File: src/cache_macros.svh
`ifndef CACHE_MACROS_SVH
`define CACHE_MACROS_SVH

// Cache geometry. Banks interleave on block address bits just above the word offset.
`define NUM_BANKS      2
`define SETS_PER_BANK  4
`define NUM_WAYS       2
`define BLOCK_WORDS    4
`define UUID_BITS      4

`define BANK_BITS      ($clog2(`NUM_BANKS))
`define SET_BITS       ($clog2(`SETS_PER_BANK))
`define WAY_BITS       ($clog2(`NUM_WAYS))
`define OFF_BITS       ($clog2(`BLOCK_WORDS))

`define WORD_BITS      32
`define ADDR_BITS      32
`define BYTE_BITS      2
`define TAG_BITS       (`ADDR_BITS - `SET_BITS - `BANK_BITS - `OFF_BITS - `BYTE_BITS)
`define AGE_BITS       4

`endif

File: src/cache_types_pkg.sv
`include "cache_macros.svh"

package cache_types_pkg;

    // Address as seen by the bank router.
    typedef struct packed {
        logic [`TAG_BITS+`SET_BITS-1:0] tag;
        logic [`BANK_BITS-1:0]          bank;
        logic [`OFF_BITS-1:0]           offset;
        logic [`BYTE_BITS-1:0]          byte_sel;
    } route_fields_t;

    // Address as seen inside a bank.
    typedef struct packed {
        logic [`TAG_BITS-1:0]  tag;
        logic [`SET_BITS-1:0]  index;
        logic [`BANK_BITS-1:0] bank;
        logic [`OFF_BITS-1:0]  offset;
        logic [`BYTE_BITS-1:0] byte_sel;
    } cache_fields_t;

    typedef union packed {
        route_fields_t route_view;
        cache_fields_t cache_view;
    } addr_u;

    typedef struct packed {
        logic                                    valid;
        logic                                    dirty;
        logic [`TAG_BITS-1:0]                    tag;
        logic [`BLOCK_WORDS-1:0][`WORD_BITS-1:0] block;
    } cache_frame;

    typedef cache_frame [`NUM_WAYS-1:0] cache_set;

    typedef struct packed {
        logic [`NUM_WAYS-1:0][`AGE_BITS-1:0] age;
        logic [`WAY_BITS-1:0]                lru_way;
    } lru_frame;

    typedef enum logic [1:0] {
        START,
        BLOCK_PULL,
        VICTIM_EJECT,
        FINISH
    } bank_fsm_e;

endpackage

File: src/mem_req_pkg.sv
`include "cache_macros.svh"

package mem_req_pkg;

    import cache_types_pkg::*;

    typedef struct packed {
        addr_u                  addr;
        logic                   store;
        logic [`WORD_BITS-1:0]  wdata;
        logic [`UUID_BITS-1:0]  uuid;
    } cache_req_t;

    // One outstanding miss. Stores that arrive while the block is pending are merged here.
    typedef struct packed {
        logic                                    valid;
        logic [`UUID_BITS-1:0]                   uuid;
        addr_u                                   block_addr;
        logic [`BLOCK_WORDS-1:0]                 write_status;
        logic [`BLOCK_WORDS-1:0][`WORD_BITS-1:0] write_block;
    } mshr_entry_t;

    typedef struct packed {
        logic [`UUID_BITS-1:0] uuid;
    } completion_t;

endpackage

File: src/cache_ifs.sv
`timescale 1ns/10ps
`include "cache_macros.svh"

interface mshr_if
    import mem_req_pkg::*;
();
    mshr_entry_t entry;
    logic        done;

    modport owner (output entry, input done);
    modport bank  (input entry, output done);
endinterface


File: src/mshr_unit.sv
`timescale 1ns/10ps
`include "cache_macros.svh"

module mshr_unit
    import cache_types_pkg::*;
    import mem_req_pkg::*;
(
    input  logic       CLK,
    input  logic       nRST,
    input  cache_req_t req,
    input  logic       alloc,
    input  logic       merge,
    mshr_if.owner      mshr
);

    logic                                    valid_q;
    logic [`BLOCK_WORDS-1:0]                 status_q;
    logic [`UUID_BITS-1:0]                   uuid_q;
    addr_u                                   addr_q;
    logic [`BLOCK_WORDS-1:0][`WORD_BITS-1:0] block_q;

    // The bank never merges in FINISH, so the done pulse does not race a merge.
    always_ff @(posedge CLK or negedge nRST) begin
        if (!nRST) begin
            valid_q  <= 1'b0;
            status_q <= '0;
        end else if (mshr.done) begin
            valid_q <= 1'b0;
        end else begin
            if (alloc) begin
                valid_q  <= 1'b1;
                status_q <= '0;
            end
            // A store that allocates also lands here, after the mask clear above.
            if (merge) begin
                status_q[req.addr.cache_view.offset] <= 1'b1;
            end
        end
    end

    always_ff @(posedge CLK) begin
        if (alloc) begin
            uuid_q <= req.uuid;
            addr_q <= req.addr;
        end
        if (merge) begin
            block_q[req.addr.cache_view.offset] <= req.wdata;
        end
    end

    assign mshr.entry = '{
        valid:        valid_q,
        uuid:         uuid_q,
        block_addr:   addr_q,
        write_status: status_q,
        write_block:  block_q
    };

endmodule

File: src/flat_wrapper.sv
// flat-port wrapper written by rule: the top's interface ports become plain ports
module mshr_unit_flat import cache_types_pkg::*; import mem_req_pkg::*;
  (CLK, nRST, req, alloc, merge, mshr_entry, mshr_done);
  mshr_if mshr_i ();
  input  logic CLK;
  input  logic nRST;
  input  cache_req_t req;
  input  logic alloc;
  input  logic merge;
  output wire logic [$bits(mshr_i.entry)-1:0] mshr_entry;
  input wire logic [$bits(mshr_i.done)-1:0] mshr_done;
  assign mshr_entry = mshr_i.entry;
  assign mshr_i.done = mshr_done;
  mshr_unit u_core (.CLK(CLK), .nRST(nRST), .req(req), .alloc(alloc), .merge(merge), .mshr(mshr_i));
endmodule
File: config.mk
export PLATFORM = sky130hd
export DESIGN_NAME = mshr_unit_flat
export DESIGN_NICKNAME = d
export VERILOG_FILES = /design/src/cache_types_pkg.sv /design/src/mem_req_pkg.sv /design/src/cache_ifs.sv /design/src/mshr_unit.sv /design/src/flat_wrapper.sv
export VERILOG_INCLUDE_DIRS = /design/src
export SDC_FILE = /design/constraint.sdc
export NUM_CORES = 1
export LEC_CHECK = 0
export BUFFER_PORTS_ARGS = -buffer_cell sky130_fd_sc_hd__buf_2
export CAP_MARGIN = 15
export CORE_MARGIN = 3
export CORE_UTILIZATION = 49
export DETAILED_ROUTE_END_ITERATION = 7
export PLACE_DENSITY = 0.87
export SYNTH_ARGS = -nofsm -noshare
export SYNTH_HDL_FRONTEND = slang
export SYNTH_SLANG_ARGS = --single-unit
File: constraint.sdc
create_clock -name CLK -period 1.6 [get_ports CLK]
set_clock_uncertainty 0.15 [all_clocks]
set_input_delay 0.08 -clock CLK [delete_from_list [all_inputs] [get_ports CLK]]
set_output_delay 0.08 -clock CLK [all_outputs]
set_load 0.02 [all_outputs]
==> impl_metrics.env <==
export IMPL_gr_total_overflow=0
export IMPL_reg2reg_setup_slack_ns=0.22
export IMPL_synth_sequential_area_ratio_pct=98.03
export IMPL_detail_route_first_pass_iterations=4
export IMPL_slew_headroom_pct=80.58
export IMPL_finalWeightedCongestion=0.8115
export IMPL_dieHeight_um=108.5
export IMPL_number_of_antenna_violations_at_the_first_check_in_global_routing=0
export IMPL_synthesized_netlist_cell_count=184
export IMPL_drive_gt1_share_pct=52.89
export IMPL_synth_largest_area_cell="edfxtp_1"
export IMPL_critPathMostFrequentCell="nor2_1"
export IMPL_synth_seq_cells=169
export IMPL_drv_max_cap_violation_count=0
export IMPL_insertedDiodeCount=0
export IMPL_cp_max_fo=2
export IMPL_clk_path_buf_depth=2
export IMPL_clkTransAtPathRegs_ns=0.07
export IMPL_core_area_sq_mm=0.01000
export IMPL_die_area_sq_mm=0.01178
export IMPL_avgViaCountPerCell=4.831
export IMPL_min_delay_worst_endpoint="u_core.addr_q[9]$_DFFE_PP_"
export IMPL_synthToLayoutAreaGrowth_pct=53.73
export IMPL_power_leakage_nw=3.219
export IMPL_muxShareOfSynthArea_pct=0
export IMPL_rsz0062_at_grt="false"
export IMPL_synth_area_leaders="edfxtp_1 96%, dfrtp_1 2.4%, a22o_1 0.51%, nor2_1 0.29%, nor3b_2 0.24%"
export IMPL_p_sw_mw=2.350
export IMPL_postCtsSetupBuffers=0
export IMPL_floorplan_initialDensity_pct=51.51
export IMPL_crit_type="flip-flop to flip-flop"
export IMPL_drt_initial_drc_count=122
export IMPL_wire_length_of_the_first_global_routing_pass_um=19140
export IMPL_multi_input_area_sq_um=106.4
export IMPL_worstSkewPairLatency_ns=0.52
export IMPL_average_routed_wire_per_standard_cell_um=19.61
export IMPL_netlist_area_sq_mm=0.005151
export IMPL_postLayoutSetupSlackWorst_ns=0.2184
export IMPL_vias_in_the_first_global_route=3373
export IMPL_share_of_the_synthesized_area_in_compound_gates_ao_oa_aoi_oai_pct=0.7287
export IMPL_hold_path_class="input port to flip-flop"
export IMPL_synth_xor_xnor_area_share_pct=0
export IMPL_post_synth_and_or_nand_nor_area_fraction_pct=1.020
export IMPL_cts_htree_levels=4
export IMPL_sequential_cell_area_sq_mm=0.005050
export IMPL_root_buffer="clkbuf_8"
export IMPL_critical_path_slowest_cell="dlygate4sd3_1"
export IMPL_power_ir_vdd_worst_mv=0.7673
export IMPL_nFillCells=526
export IMPL_timing_worst_slew_pin_value_ns=0.2913
export IMPL_critPathMaxStageDelay_ns=0.55
export IMPL_crit_path_end_kind="flip-flop"
export IMPL_min_period_ns=1.382
export IMPL_regToRegStartpoint="u_core.valid_q$_DFFE_PN0P_"
export IMPL_setup_total_negative_slack_ns=0
export IMPL_route_vias_total=3237
export IMPL_power_internal_mw=7.586
export IMPL_drc_errors=0
export IMPL_routed_wirelength_um=13140
export IMPL_pin_count_of_the_biggest_net_entering_global_routing=35
export IMPL_cts_buffers_inserted=17
export IMPL_timing_final_max_slew_violations=0
export IMPL_cts_num_sinks=169
export IMPL_chipWidth_um=108.5
export IMPL_report_power_total_mw=9.935
export IMPL_mappedNetlistNets=258
export IMPL_part_of_the_total_power_dissipated_in_the_clock_network_pct=38.1
export IMPL_grt_total_usage_pct=23.13
export IMPL_hold_path_depth=2
export IMPL_report_final_setup_viol=0
export IMPL_cp_cell_sequence="nor2_1, nor2_1, dlygate4sd3_1"
export IMPL_timing_hold_worst_start="req[46]"
export IMPL_reg2reg_to="u_core.valid_q$_DFFE_PN0P_"
export IMPL_critPathArrivalTime_ns=1.64
export IMPL_pwr_share_seq_pct=52.3
export IMPL_power_density_mw_per_mm2=1255
export IMPL_yosysUniqueCellTypes=12
export IMPL_power_share_combinational_pct=9.6
export IMPL_status="finished, final reports clean"
export IMPL_timing_critical_path_from_type="flip-flop"
export IMPL_ant_nets=0
export IMPL_floorplan_io_pins=243
export IMPL_post_route_period_util_pct=86.35
export IMPL_rows=36
export IMPL_yosys_area_share_adder_pct=0
export IMPL_crit_required_ns=1.86
export IMPL_yosysWarnings=0
export IMPL_layout_nets=598
export IMPL_tritoncts="built"
export IMPL_power_switching_share_pct=23.65
export IMPL_syn_mean_instance_area_sq_um=28.00
export IMPL_final_hold_viol_count=0
export IMPL_buffer_ports_inserted=241
export IMPL_largest_family_of_logic_cells_by_synthesized_area="simple AND/OR/NAND/NOR gates"
export IMPL_post_place_ws_ns=0.3829
export IMPL_clock_fmax_mhz=723.8
export IMPL_place_detailed_hpwl_um=8175
export IMPL_synth_top_area_share_pct=95.60
export IMPL_worst_r2r_path_depth=3
-- metal layers --
| layer | vias to the layer above | global-route usage [%] | routed length [um] |
|---|---|---|---|
| met1 | 1559 | 25.38 | 4612 |
| met5 | - | 0 | 0 |
| met3 | 47 | 8.537 | 1124 |
| met2 | 202 | 38.97 | 6856 |
| met4 | 0 | 12.71 | 543 |
| li1 | 1429 | - | - |
-- cells in the mapped netlist, drive strengths merged --
master,n
edfxtp,164
dfrtp,5
nor2,4
a22o,3
a32o,1
and3,1
and3b,1
buf,1
inv,1
nand2,1
nand2b,1
nor3b,1
-- through the flow --
step | hold slack, ns | instance area, sq um | cells | util, %
after floorplan | -0.3656 | 5160 | 184 | -
after global placement | -0.2557 | 6623 | 564 | 66.23
after detailed placement | -0.2502 | 6623 | 564 | 66.23
after CTS | 0.1029 | 7919 | 670 | 79.19
after global routing | 0.07923 | 7919 | 670 | 79.19
final | 0.1201 | 7919 | 670 | 79.19
-- registers in the layout (all words and copies together) (netlist names) --
| register | count |
|---|---|
| u_core.status_q | 4 |
| u_core.valid_q | 1 |
| u_core.mshr.entry | 128 |
| u_core.uuid_q | 4 |
| u_core.addr_q | 32 |
-- critical path, delay by kind of cell, from the launching register on --
kind,cells,cell delay (ns)
DFF,1,0.37
and+or+nand+nor,2,0.19
buffers and inverters,1,0.55
-- how the worst max path moves through the flow --
stage / from / to / cells past startpoint / slack [ns]
floorplan: req[40] / u_core.mshr.entry[0]$_DFFE_PP_ / 1 / 0.06
finish: u_core.valid_q$_DFFE_PN0P_ / u_core.valid_q$_DFFE_PN0P_ / 3 / 0.22
global route: u_core.valid_q$_DFFE_PN0P_ / u_core.valid_q$_DFFE_PN0P_ / 3 / 0.14
detailed placement: req[39] / u_core.mshr.entry[104]$_DFFE_PP_ / 3 / 0.38
global placement: req[40] / u_core.mshr.entry[53]$_DFFE_PP_ / 3 / 0.41
CTS: u_core.mshr.entry[108]$_DFFE_PP_ / mshr_entry[108] / 1 / 0.21
-- logic make-up (layout without fill, tap and decap cells) --
family          count (synthesis)  after routing
compound gates                  4              4
simple gates                    9              9
flops                         169            169
buf+inv                         2            355
-- what timing repair did --
action                                 4_1_cts  5_1_grt
gates resized for setup                      0        0
hold buffers                                74        0
endpoints found under the hold margin      242        0
-- placed cells by master (no fill, tap or decap), types with 2 or more instances in the layout --
master	instances
a22o_1	3
buf_12	3
buf_2	241
buf_4	4
clkbuf_16	16
clkinv_4	2
clkinvlp_4	4
dfrtp_1	5
dlygate4sd3_1	74
edfxtp_1	164
inv_6	5
nor2_1	3
-- cell type report --
cell class                 instances  share of cell area, %
sequential                       169                  63.77
timing repair buffer             322                  25.72
clock buffer                      17                  5.230
tap                              133                  2.101
clock inverter                    15                  1.785
multi-input combinational         13                  1.343
inverter                           1                0.04740
-- power groups by stage --
stage | Clock (mW) | Sequential, mW | Combinational (mW)
floorplan | 0 | 5.60 | 0.0574
global placement | 0 | 5.27 | 0.780
detailed placement | 0 | 5.29 | 0.803
CTS | 3.82 | 5.19 | 0.947
global route | 4.06 | 5.22 | 1.01
finish | 3.78 | 5.20 | 0.953
Power figures use the tool's default switching activity.
