[src/cache_macros.svh]
`ifndef CACHE_MACROS_SVH
`define CACHE_MACROS_SVH

// Cache geometry. Banks interleave on block address bits just above the word offset.
`define NUM_BANKS      2
`define SETS_PER_BANK  4
`define NUM_WAYS       2
`define BLOCK_WORDS    4
`define UUID_BITS      4

`define BANK_BITS      ($clog2(`NUM_BANKS))
`define SET_BITS       ($clog2(`SETS_PER_BANK))
`define WAY_BITS       ($clog2(`NUM_WAYS))
`define OFF_BITS       ($clog2(`BLOCK_WORDS))

`define WORD_BITS      32
`define ADDR_BITS      32
`define BYTE_BITS      2
`define TAG_BITS       (`ADDR_BITS - `SET_BITS - `BANK_BITS - `OFF_BITS - `BYTE_BITS)
`define AGE_BITS       4

`endif

[src/cache_types_pkg.sv]
`include "cache_macros.svh"

package cache_types_pkg;

    // Address as seen by the bank router.
    typedef struct packed {
        logic [`TAG_BITS+`SET_BITS-1:0] tag;
        logic [`BANK_BITS-1:0]          bank;
        logic [`OFF_BITS-1:0]           offset;
        logic [`BYTE_BITS-1:0]          byte_sel;
    } route_fields_t;

    // Address as seen inside a bank.
    typedef struct packed {
        logic [`TAG_BITS-1:0]  tag;
        logic [`SET_BITS-1:0]  index;
        logic [`BANK_BITS-1:0] bank;
        logic [`OFF_BITS-1:0]  offset;
        logic [`BYTE_BITS-1:0] byte_sel;
    } cache_fields_t;

    typedef union packed {
        route_fields_t route_view;
        cache_fields_t cache_view;
    } addr_u;

    typedef struct packed {
        logic                                    valid;
        logic                                    dirty;
        logic [`TAG_BITS-1:0]                    tag;
        logic [`BLOCK_WORDS-1:0][`WORD_BITS-1:0] block;
    } cache_frame;

    typedef cache_frame [`NUM_WAYS-1:0] cache_set;

    typedef struct packed {
        logic [`NUM_WAYS-1:0][`AGE_BITS-1:0] age;
        logic [`WAY_BITS-1:0]                lru_way;
    } lru_frame;

    typedef enum logic [1:0] {
        START,
        BLOCK_PULL,
        VICTIM_EJECT,
        FINISH
    } bank_fsm_e;

endpackage

[src/mem_req_pkg.sv]
`include "cache_macros.svh"

package mem_req_pkg;

    import cache_types_pkg::*;

    typedef struct packed {
        addr_u                  addr;
        logic                   store;
        logic [`WORD_BITS-1:0]  wdata;
        logic [`UUID_BITS-1:0]  uuid;
    } cache_req_t;

    // One outstanding miss. Stores that arrive while the block is pending are merged here.
    typedef struct packed {
        logic                                    valid;
        logic [`UUID_BITS-1:0]                   uuid;
        addr_u                                   block_addr;
        logic [`BLOCK_WORDS-1:0]                 write_status;
        logic [`BLOCK_WORDS-1:0][`WORD_BITS-1:0] write_block;
    } mshr_entry_t;

    typedef struct packed {
        logic [`UUID_BITS-1:0] uuid;
    } completion_t;

endpackage

[src/cache_ifs.sv]
`timescale 1ns/10ps
`include "cache_macros.svh"

interface mshr_if
    import mem_req_pkg::*;
();
    mshr_entry_t entry;
    logic        done;

    modport owner (output entry, input done);
    modport bank  (input entry, output done);
endinterface

// One bank's view of the shared word-wide memory port.
interface ram_if ();
    logic                   ren;
    logic                   wen;
    logic                   busy;
    logic [`ADDR_BITS-1:0]  addr;
    logic [`WORD_BITS-1:0]  wdata;
    logic [`WORD_BITS-1:0]  rdata;
    logic                   complete;
    logic                   grant;

    modport client (
        output ren, wen, busy, addr, wdata,
        input  rdata, complete, grant
    );
    modport arbiter (
        input  ren, wen, busy, addr, wdata,
        output rdata, complete, grant
    );
endinterface

[src/cache_bank.sv]
`timescale 1ns/10ps
`include "cache_macros.svh"

module cache_bank
    import cache_types_pkg::*;
    import mem_req_pkg::*;
#(
    parameter int BANK_ID = 0
) (
    input  logic                  CLK,
    input  logic                  nRST,
    input  logic                  req_valid,
    input  cache_req_t            req,
    mshr_if.bank                  mshr,
    ram_if.client                 ram,
    output logic                  hit,
    output logic                  merge_ok,
    output logic                  alloc,
    output logic [`WORD_BITS-1:0] load_data,
    output logic                  done_valid,
    output completion_t           done
);

    localparam logic [`BANK_BITS-1:0] BANK_SEL  = BANK_ID[`BANK_BITS-1:0];
    localparam logic [`OFF_BITS-1:0]  LAST_WORD = {`OFF_BITS{1'b1}};

    bank_fsm_e                               state, next_state;
    cache_set [`SETS_PER_BANK-1:0]           sets, next_sets;
    lru_frame [`SETS_PER_BANK-1:0]           lru, next_lru;
    logic [`OFF_BITS-1:0]                    count;
    logic [`SET_BITS-1:0]                    req_set, miss_set, victim_set;
    logic [`WAY_BITS-1:0]                    hit_way, victim_way;
    logic [`BLOCK_WORDS-1:0][`WORD_BITS-1:0] pull_buf;
    cache_frame                              eject_buf;
    logic                                    lookup_hit, pending_blk, fill_start, last_done;

    assign req_set    = req.addr.cache_view.index;
    assign miss_set   = mshr.entry.block_addr.cache_view.index;
    assign fill_start = (state == START) && mshr.entry.valid;
    assign last_done  = ram.complete && (count == LAST_WORD);

    // The way being victimized in START is hidden so a late store cannot escape the eject copy.
    always_comb begin
        lookup_hit = 1'b0;
        hit_way    = '0;
        for (int w = 0; w < `NUM_WAYS; w++) begin
            if (sets[req_set][w].valid && (sets[req_set][w].tag == req.addr.cache_view.tag) &&
                !(fill_start && (req_set == miss_set) &&
                  (w[`WAY_BITS-1:0] == lru[miss_set].lru_way))) begin
                lookup_hit = 1'b1;
                hit_way    = w[`WAY_BITS-1:0];
            end
        end
    end

    // Merging is refused in FINISH because the entry is freed at that edge.
    assign pending_blk = mshr.entry.valid && (state != FINISH) &&
                         (mshr.entry.block_addr.cache_view.tag == req.addr.cache_view.tag) &&
                         (miss_set == req_set);

    assign hit      = req_valid && lookup_hit;
    assign alloc    = req_valid && !lookup_hit && !mshr.entry.valid;
    assign merge_ok = req_valid && req.store && !lookup_hit && (pending_blk || !mshr.entry.valid);
    assign load_data = (hit && !req.store) ?
                       sets[req_set][hit_way].block[req.addr.cache_view.offset] : '0;

    always_comb begin
        next_sets = sets;
        if (hit && req.store) begin
            next_sets[req_set][hit_way].block[req.addr.cache_view.offset] = req.wdata;
            next_sets[req_set][hit_way].dirty = 1'b1;
        end
        if (fill_start) begin
            next_sets[miss_set][lru[miss_set].lru_way].valid = 1'b0;
        end
        if (state == FINISH) begin
            for (int k = 0; k < `BLOCK_WORDS; k++) begin
                next_sets[victim_set][victim_way].block[k] = mshr.entry.write_status[k] ?
                    mshr.entry.write_block[k] : pull_buf[k];
            end
            next_sets[victim_set][victim_way].valid = 1'b1;
            next_sets[victim_set][victim_way].dirty = |mshr.entry.write_status;
            next_sets[victim_set][victim_way].tag   = mshr.entry.block_addr.cache_view.tag;
        end
    end

    // Ages saturate. Ties go to the lowest way.
    always_comb begin
        logic [`AGE_BITS-1:0] max_age;
        next_lru = lru;
        max_age  = '0;
        if (hit || (state == FINISH)) begin
            for (int s = 0; s < `SETS_PER_BANK; s++) begin
                max_age = '0;
                next_lru[s].lru_way = '0;
                for (int w = 0; w < `NUM_WAYS; w++) begin
                    if ((hit && (req_set == s[`SET_BITS-1:0]) &&
                         (hit_way == w[`WAY_BITS-1:0])) ||
                        ((state == FINISH) && (victim_set == s[`SET_BITS-1:0]) &&
                         (victim_way == w[`WAY_BITS-1:0]))) begin
                        next_lru[s].age[w] = '0;
                    end else if (lru[s].age[w] != '1) begin
                        next_lru[s].age[w] = lru[s].age[w] + 1'b1;
                    end
                    if (next_lru[s].age[w] > max_age) begin
                        max_age = next_lru[s].age[w];
                        next_lru[s].lru_way = w[`WAY_BITS-1:0];
                    end
                end
            end
        end
    end

    always_ff @(posedge CLK or negedge nRST) begin
        if (!nRST) begin
            state <= START;
            count <= '0;
            sets  <= '0;
            lru   <= '0;
        end else begin
            state <= next_state;
            sets  <= next_sets;
            lru   <= next_lru;
            // The word counter wraps back to zero after each block.
            if (ram.complete) begin
                count <= count + 1'b1;
            end
        end
    end

    always_ff @(posedge CLK) begin
        if (fill_start) begin
            victim_set <= miss_set;
            victim_way <= lru[miss_set].lru_way;
            eject_buf  <= sets[miss_set][lru[miss_set].lru_way];
        end
        if ((state == BLOCK_PULL) && ram.complete) begin
            pull_buf[count] <= ram.rdata;
        end
    end

    always_comb begin
        next_state = state;
        case (state)
            START:        if (mshr.entry.valid) next_state = BLOCK_PULL;
            BLOCK_PULL:   if (last_done) begin
                next_state = (eject_buf.valid && eject_buf.dirty) ? VICTIM_EJECT : FINISH;
            end
            VICTIM_EJECT: if (last_done) next_state = FINISH;
            default:      next_state = START;
        endcase
    end

    always_comb begin
        ram.ren   = 1'b0;
        ram.wen   = 1'b0;
        ram.addr  = '0;
        ram.wdata = '0;
        case (state)
            BLOCK_PULL: begin
                ram.ren  = ram.grant;
                ram.addr = {mshr.entry.block_addr.cache_view.tag, miss_set, BANK_SEL, count,
                            `BYTE_BITS'(0)};
            end
            VICTIM_EJECT: begin
                ram.wen   = ram.grant;
                ram.addr  = {eject_buf.tag, victim_set, BANK_SEL, count, `BYTE_BITS'(0)};
                ram.wdata = eject_buf.block[count];
            end
            default: begin
            end
        endcase
    end

    assign ram.busy   = (state == BLOCK_PULL) || (state == VICTIM_EJECT);
    assign mshr.done  = (state == FINISH);
    assign done_valid = (state == FINISH);
    assign done       = '{uuid: mshr.entry.uuid};

endmodule

[src/flat_wrapper.sv]
// flat-port wrapper written by rule: the top's interface ports become plain ports
module cache_bank_flat import cache_types_pkg::*; import mem_req_pkg::*;
#(
    parameter int BANK_ID = 0
)
  (CLK, nRST, req_valid, req, hit, merge_ok, alloc, load_data, done_valid, done, mshr_entry, mshr_done, ram_ren, ram_wen, ram_busy, ram_addr, ram_wdata, ram_rdata, ram_complete, ram_grant);
  mshr_if mshr_i ();
  ram_if ram_i ();
  input  logic CLK;
  input  logic nRST;
  input  logic req_valid;
  input  cache_req_t req;
  output logic hit;
  output logic merge_ok;
  output logic alloc;
  output logic [`WORD_BITS-1:0] load_data;
  output logic done_valid;
  output completion_t done;
  input wire logic [$bits(mshr_i.entry)-1:0] mshr_entry;
  output wire logic [$bits(mshr_i.done)-1:0] mshr_done;
  output wire logic [$bits(ram_i.ren)-1:0] ram_ren;
  output wire logic [$bits(ram_i.wen)-1:0] ram_wen;
  output wire logic [$bits(ram_i.busy)-1:0] ram_busy;
  output wire logic [$bits(ram_i.addr)-1:0] ram_addr;
  output wire logic [$bits(ram_i.wdata)-1:0] ram_wdata;
  input wire logic [$bits(ram_i.rdata)-1:0] ram_rdata;
  input wire logic [$bits(ram_i.complete)-1:0] ram_complete;
  input wire logic [$bits(ram_i.grant)-1:0] ram_grant;
  assign mshr_i.entry = mshr_entry;
  assign mshr_done = mshr_i.done;
  assign ram_ren = ram_i.ren;
  assign ram_wen = ram_i.wen;
  assign ram_busy = ram_i.busy;
  assign ram_addr = ram_i.addr;
  assign ram_wdata = ram_i.wdata;
  assign ram_i.rdata = ram_rdata;
  assign ram_i.complete = ram_complete;
  assign ram_i.grant = ram_grant;
  cache_bank #(.BANK_ID(BANK_ID)) u_core (.CLK(CLK), .nRST(nRST), .req_valid(req_valid), .req(req), .mshr(mshr_i), .ram(ram_i), .hit(hit), .merge_ok(merge_ok), .alloc(alloc), .load_data(load_data), .done_valid(done_valid), .done(done));
endmodule
[config.mk]
export PLATFORM = sky130hd
export DESIGN_NAME = cache_bank_flat
export DESIGN_NICKNAME = d
export VERILOG_FILES = /design/src/cache_types_pkg.sv /design/src/mem_req_pkg.sv /design/src/cache_ifs.sv /design/src/cache_bank.sv /design/src/flat_wrapper.sv
export VERILOG_INCLUDE_DIRS = /design/src
export SDC_FILE = /design/constraint.sdc
export NUM_CORES = 2
export LEC_CHECK = 0
export BUFFER_PORTS_ARGS = -buffer_cell sky130_fd_sc_hd__buf_4
export CORE_UTILIZATION = 33
export CTS_CLUSTER_SIZE = 25
export DETAILED_ROUTE_END_ITERATION = 6
export PLACE_DENSITY = 0.47
export SETUP_SLACK_MARGIN = 0.4
export SYNTH_ARGS = -nofsm -noshare
export SYNTH_HDL_FRONTEND = slang
export SYNTH_SLANG_ARGS = --single-unit
[constraint.sdc]
create_clock -name CLK -period 12.9 [get_ports CLK]
set_clock_uncertainty 0.05 [all_clocks]
set_input_delay 1.935 -clock CLK [delete_from_list [all_inputs] [get_ports CLK]]
set_output_delay 1.935 -clock CLK [all_outputs]
set_load 0.05 [all_outputs]
==> flow_summary.ini <==
[logic_synthesis]
ys_seq_area_share_pct = 44.6
synth_ff_type = dfrtp_1
synth-edff-count = 286
syn_area_per_cell_um2 = 11.4
yosysUniqueCellTypes = 81
yosys_warnings = 0
synth_largest_area_cell = dfrtp_1
synth_top_area_share_pct = 35.2
ys_ff_latch = 1566
syn_area_um2 = 91000
netlist_top_cells_area = dfrtp_1 (35%), mux4_2 (16%), mux2i_1 (12%), edfxtp_1 (9.4%), nand2_1 (4.7%)
postSynth.asyncResetShare_pct = 81.7
syn_inst = 7984

[setup_path]
arrival_ns = 8.53
criticalPathCategory = primary input to output port
path_cells = buf_8 > buf_4 > mux4_2 > xnor2_1 > nand3_1 > or4_2 > o21ai_1 > nand3b_1 > buf_4 > buf_4 > nor4_1 > buf_4
crit_path_top_delay_cell = o21ai_1
crit_path_frequent_cell = buf_4
required_ns = 10.91
endpoint_kind = output port
critPathMaxFanout = 72
start_kind = primary input
max_stage_delay_ns = 1.11

[global_route]
grt_overflow = 0
grt_pass1_wl_um = 532000
antenna_found_initial = 24
grt_pass1_vias = 67900
grtUsageTotal_pct = 26.6
grt_max_degree = 167

[sta]
fin_setup_tns_ns = 0
rsz0062_at_grt = false
maxSlewHeadroom_pct = 14.2
final_hold_viol_count = 0
setup_viol = 0
fin_crit_sh_pct = 81.5
fmax_ghz = 0.0951
worst_slew_pin_slew_ns = 1.29
layout_min_cycle_time_ns = 10.51
drv_slew = 0

[layout]
utilization_pct = 37.6
final_nets = 8260
stdcell_count = 11700
area_growth_pct = 13.2
drive_above_1_share_pct = 23.2

[route]
drt_iter0_markers = 7578
firstDrtPassIters = 6
wl_met2_um = 172000
drt-total-wl_um = 375000
num_vias = 68500
drc_errors = 0
vias_per_cell = 5.85
drt-met1-wl_um = 163000
antenna_left = 0
dr_wl_met3_um = 26600
wire_per_inst_um = 32.0
highest_layer = met5

[die]
core_region_area_um2 = 274000
initial_core_util_pct = 33.2
die_w_um = 527
num_io_pins = 383
core.rowCount = 192
die_h_um = 527
dieArea_um2 = 278000

[cts]
post_cts_resize_count = 0
cts_buffers = 190
tritoncts = built
clk_latency_ns = 0.88
clock_path_buffers = 3
clk_pin_slew_worst_paths_ns = 0.06
htree_levels = 4
holdBufCountCts = 0
cts_setup_buffers = 0
cts_root_buffer = clkbuf_16
clock_sinks = 1566

[placement]
gp_congestion = 0.846
port_buffers = 359
dpl.hpwl_um = 215000
dpl.cell_count = 11400

[job]
cap_viol_max_count = 0

[min_path]
hold_class = register to register

[power_and_ir_drop]
p_per_area_nw_per_um2 = 217
vdd_drop_max_v = 0.000141
power_mw = 22.4
p_leak_nw = 38.4

[status]
status = completed
## sequential cells by signal, summed over array words and instances (netlist names)
register,flops
u_core.pull_buf,128
u_core.victim_set,2
u_core.count,2
u_core.lru,36
u_core.victim_way,1
u_core.eject_buf,155
u_core.state,2
u_core.sets,1240
## critical path: cells and delay by family
family	cells	cell delay, ns
AO/OA/AOI/OAI	1	1.11
XOR/XNOR	1	0.21
buffers and inverters	5	2.18
multiplexers	1	0.63
AND/OR/NAND/NOR	4	2.35
## per-layer routing
layer	vias up	GRT usage, %
met2	2956	41.8
met1	35800	37.0
met5	-	0
met4	14	9.22
li1	29100	-
met3	608	4.62
## metrics by stage
stage	setup slack (ns)	instance area, um2	hold slack, ns
2_1_floorplan	1.31	91000	0.408
6_report	2.39	103000	0.441
4_1_cts	2.53	103000	0.444
3_3_place_gp	2.57	96400	0.420
5_1_grt	2.37	103000	0.459
3_5_place_dp	2.55	96400	0.429
## cells in the final DEF, fill, tap and decap left out, types with 10 or more instances in the layout
cell	n
edfxtp_1	286
xor2_1	28
mux2i_1	1080
bufinv_16	14
dfrtp_1	1278
a221oi_1	20
nor3_1	12
and2_1	46
a211oi_1	13
xnor2_1	60
clkinv_1	11
nor2b_1	44
clkinv_2	41
clkbuf_16	193
a32oi_1	10
mux2_2	319
o22ai_1	13
o31ai_1	12
a22oi_1	28
nand2b_1	19
nand2_1	1143
nor2_1	651
clkbuf_1	46
inv_1	22
ha_1	31
nor4_1	10
buf_4	527
nor4_4	15
clkbuf_8	37
nand4_1	15
o21ai_0	224
a21oi_1	569
or3_1	38
nand3_1	42
o21ai_1	336
mux4_2	642
a2111oi_4	17
buf_12	11
and3_1	34
a31oi_1	13
## synthesized netlist by cell type (23+ instances only)
cell	count
a21oi_1	569
a22oi_1	28
and2_1	47
and3_1	38
buf_1	49
buf_2	112
buf_4	66
buf_6	35
clkbuf_1	505
dfrtp_1	1280
edfxtp_1	286
ha_1	32
inv_1	23
mux2_2	319
mux2i_1	1080
mux4_2	643
nand2_1	1146
nand3_1	43
nor2_1	658
nor2b_1	44
o21ai_0	224
o21ai_1	337
or3_1	39
xnor2_1	60
xor2_1	28
## power by group
group	internal (mW)	switching [mW]	leakage, nW
clock network	3.27	2.37	3.22
registers	7.38	1.63	18.2
logic	3.84	3.86	17.0
total	14.5	7.87	38.4
## layout make-up
cell class | instances | area [um2]
tap | 3589 | 4490
sequential | 1566 | 40600
fill | 26600 | 171000
clock inverter | 84 | 1030
multi-input combinational | 5627 | 46900
clock buffer | 276 | 5510
inverter | 25 | 97.6
antenna | 9 | 22.5
timing repair buffer | 543 | 4260
## kinds of logic (layout without fill, tap and decap cells)
kind of cell	Yosys count	count (layout)	synth area share, %
DFF	1566	1566	44.6
xor gates and xnor gates	88	88	0.847
adders and majority gates	32	32	0.440
muxes	2042	2042	31.7
and+or+nand+nor	2119	2119	9.84
other	1	12	0.00412
buffers and inverters	793	928	3.99
AOI/OAI and AO/OA	1343	1343	8.49
## worst paths after layout
check	depth (start not counted)	startpoint	slack [ns]	endpoint
worst max-delay path	12	req[42]	2.39	load_data[15]
worst min-delay path	2	u_core.sets[908]	0.44	u_core.sets[908]
worst max register to register	9	u_core.lru[27]	7.18	u_core.sets[481]
worst min register to register	2	u_core.sets[908]	0.44	u_core.sets[908]
max in group asynchronous	4	nRST	8.95	u_core.sets[265]
min in group asynchronous	1	nRST	0.96	u_core.sets[146]
No activity file was read; power rests on OpenSTA's default activity.
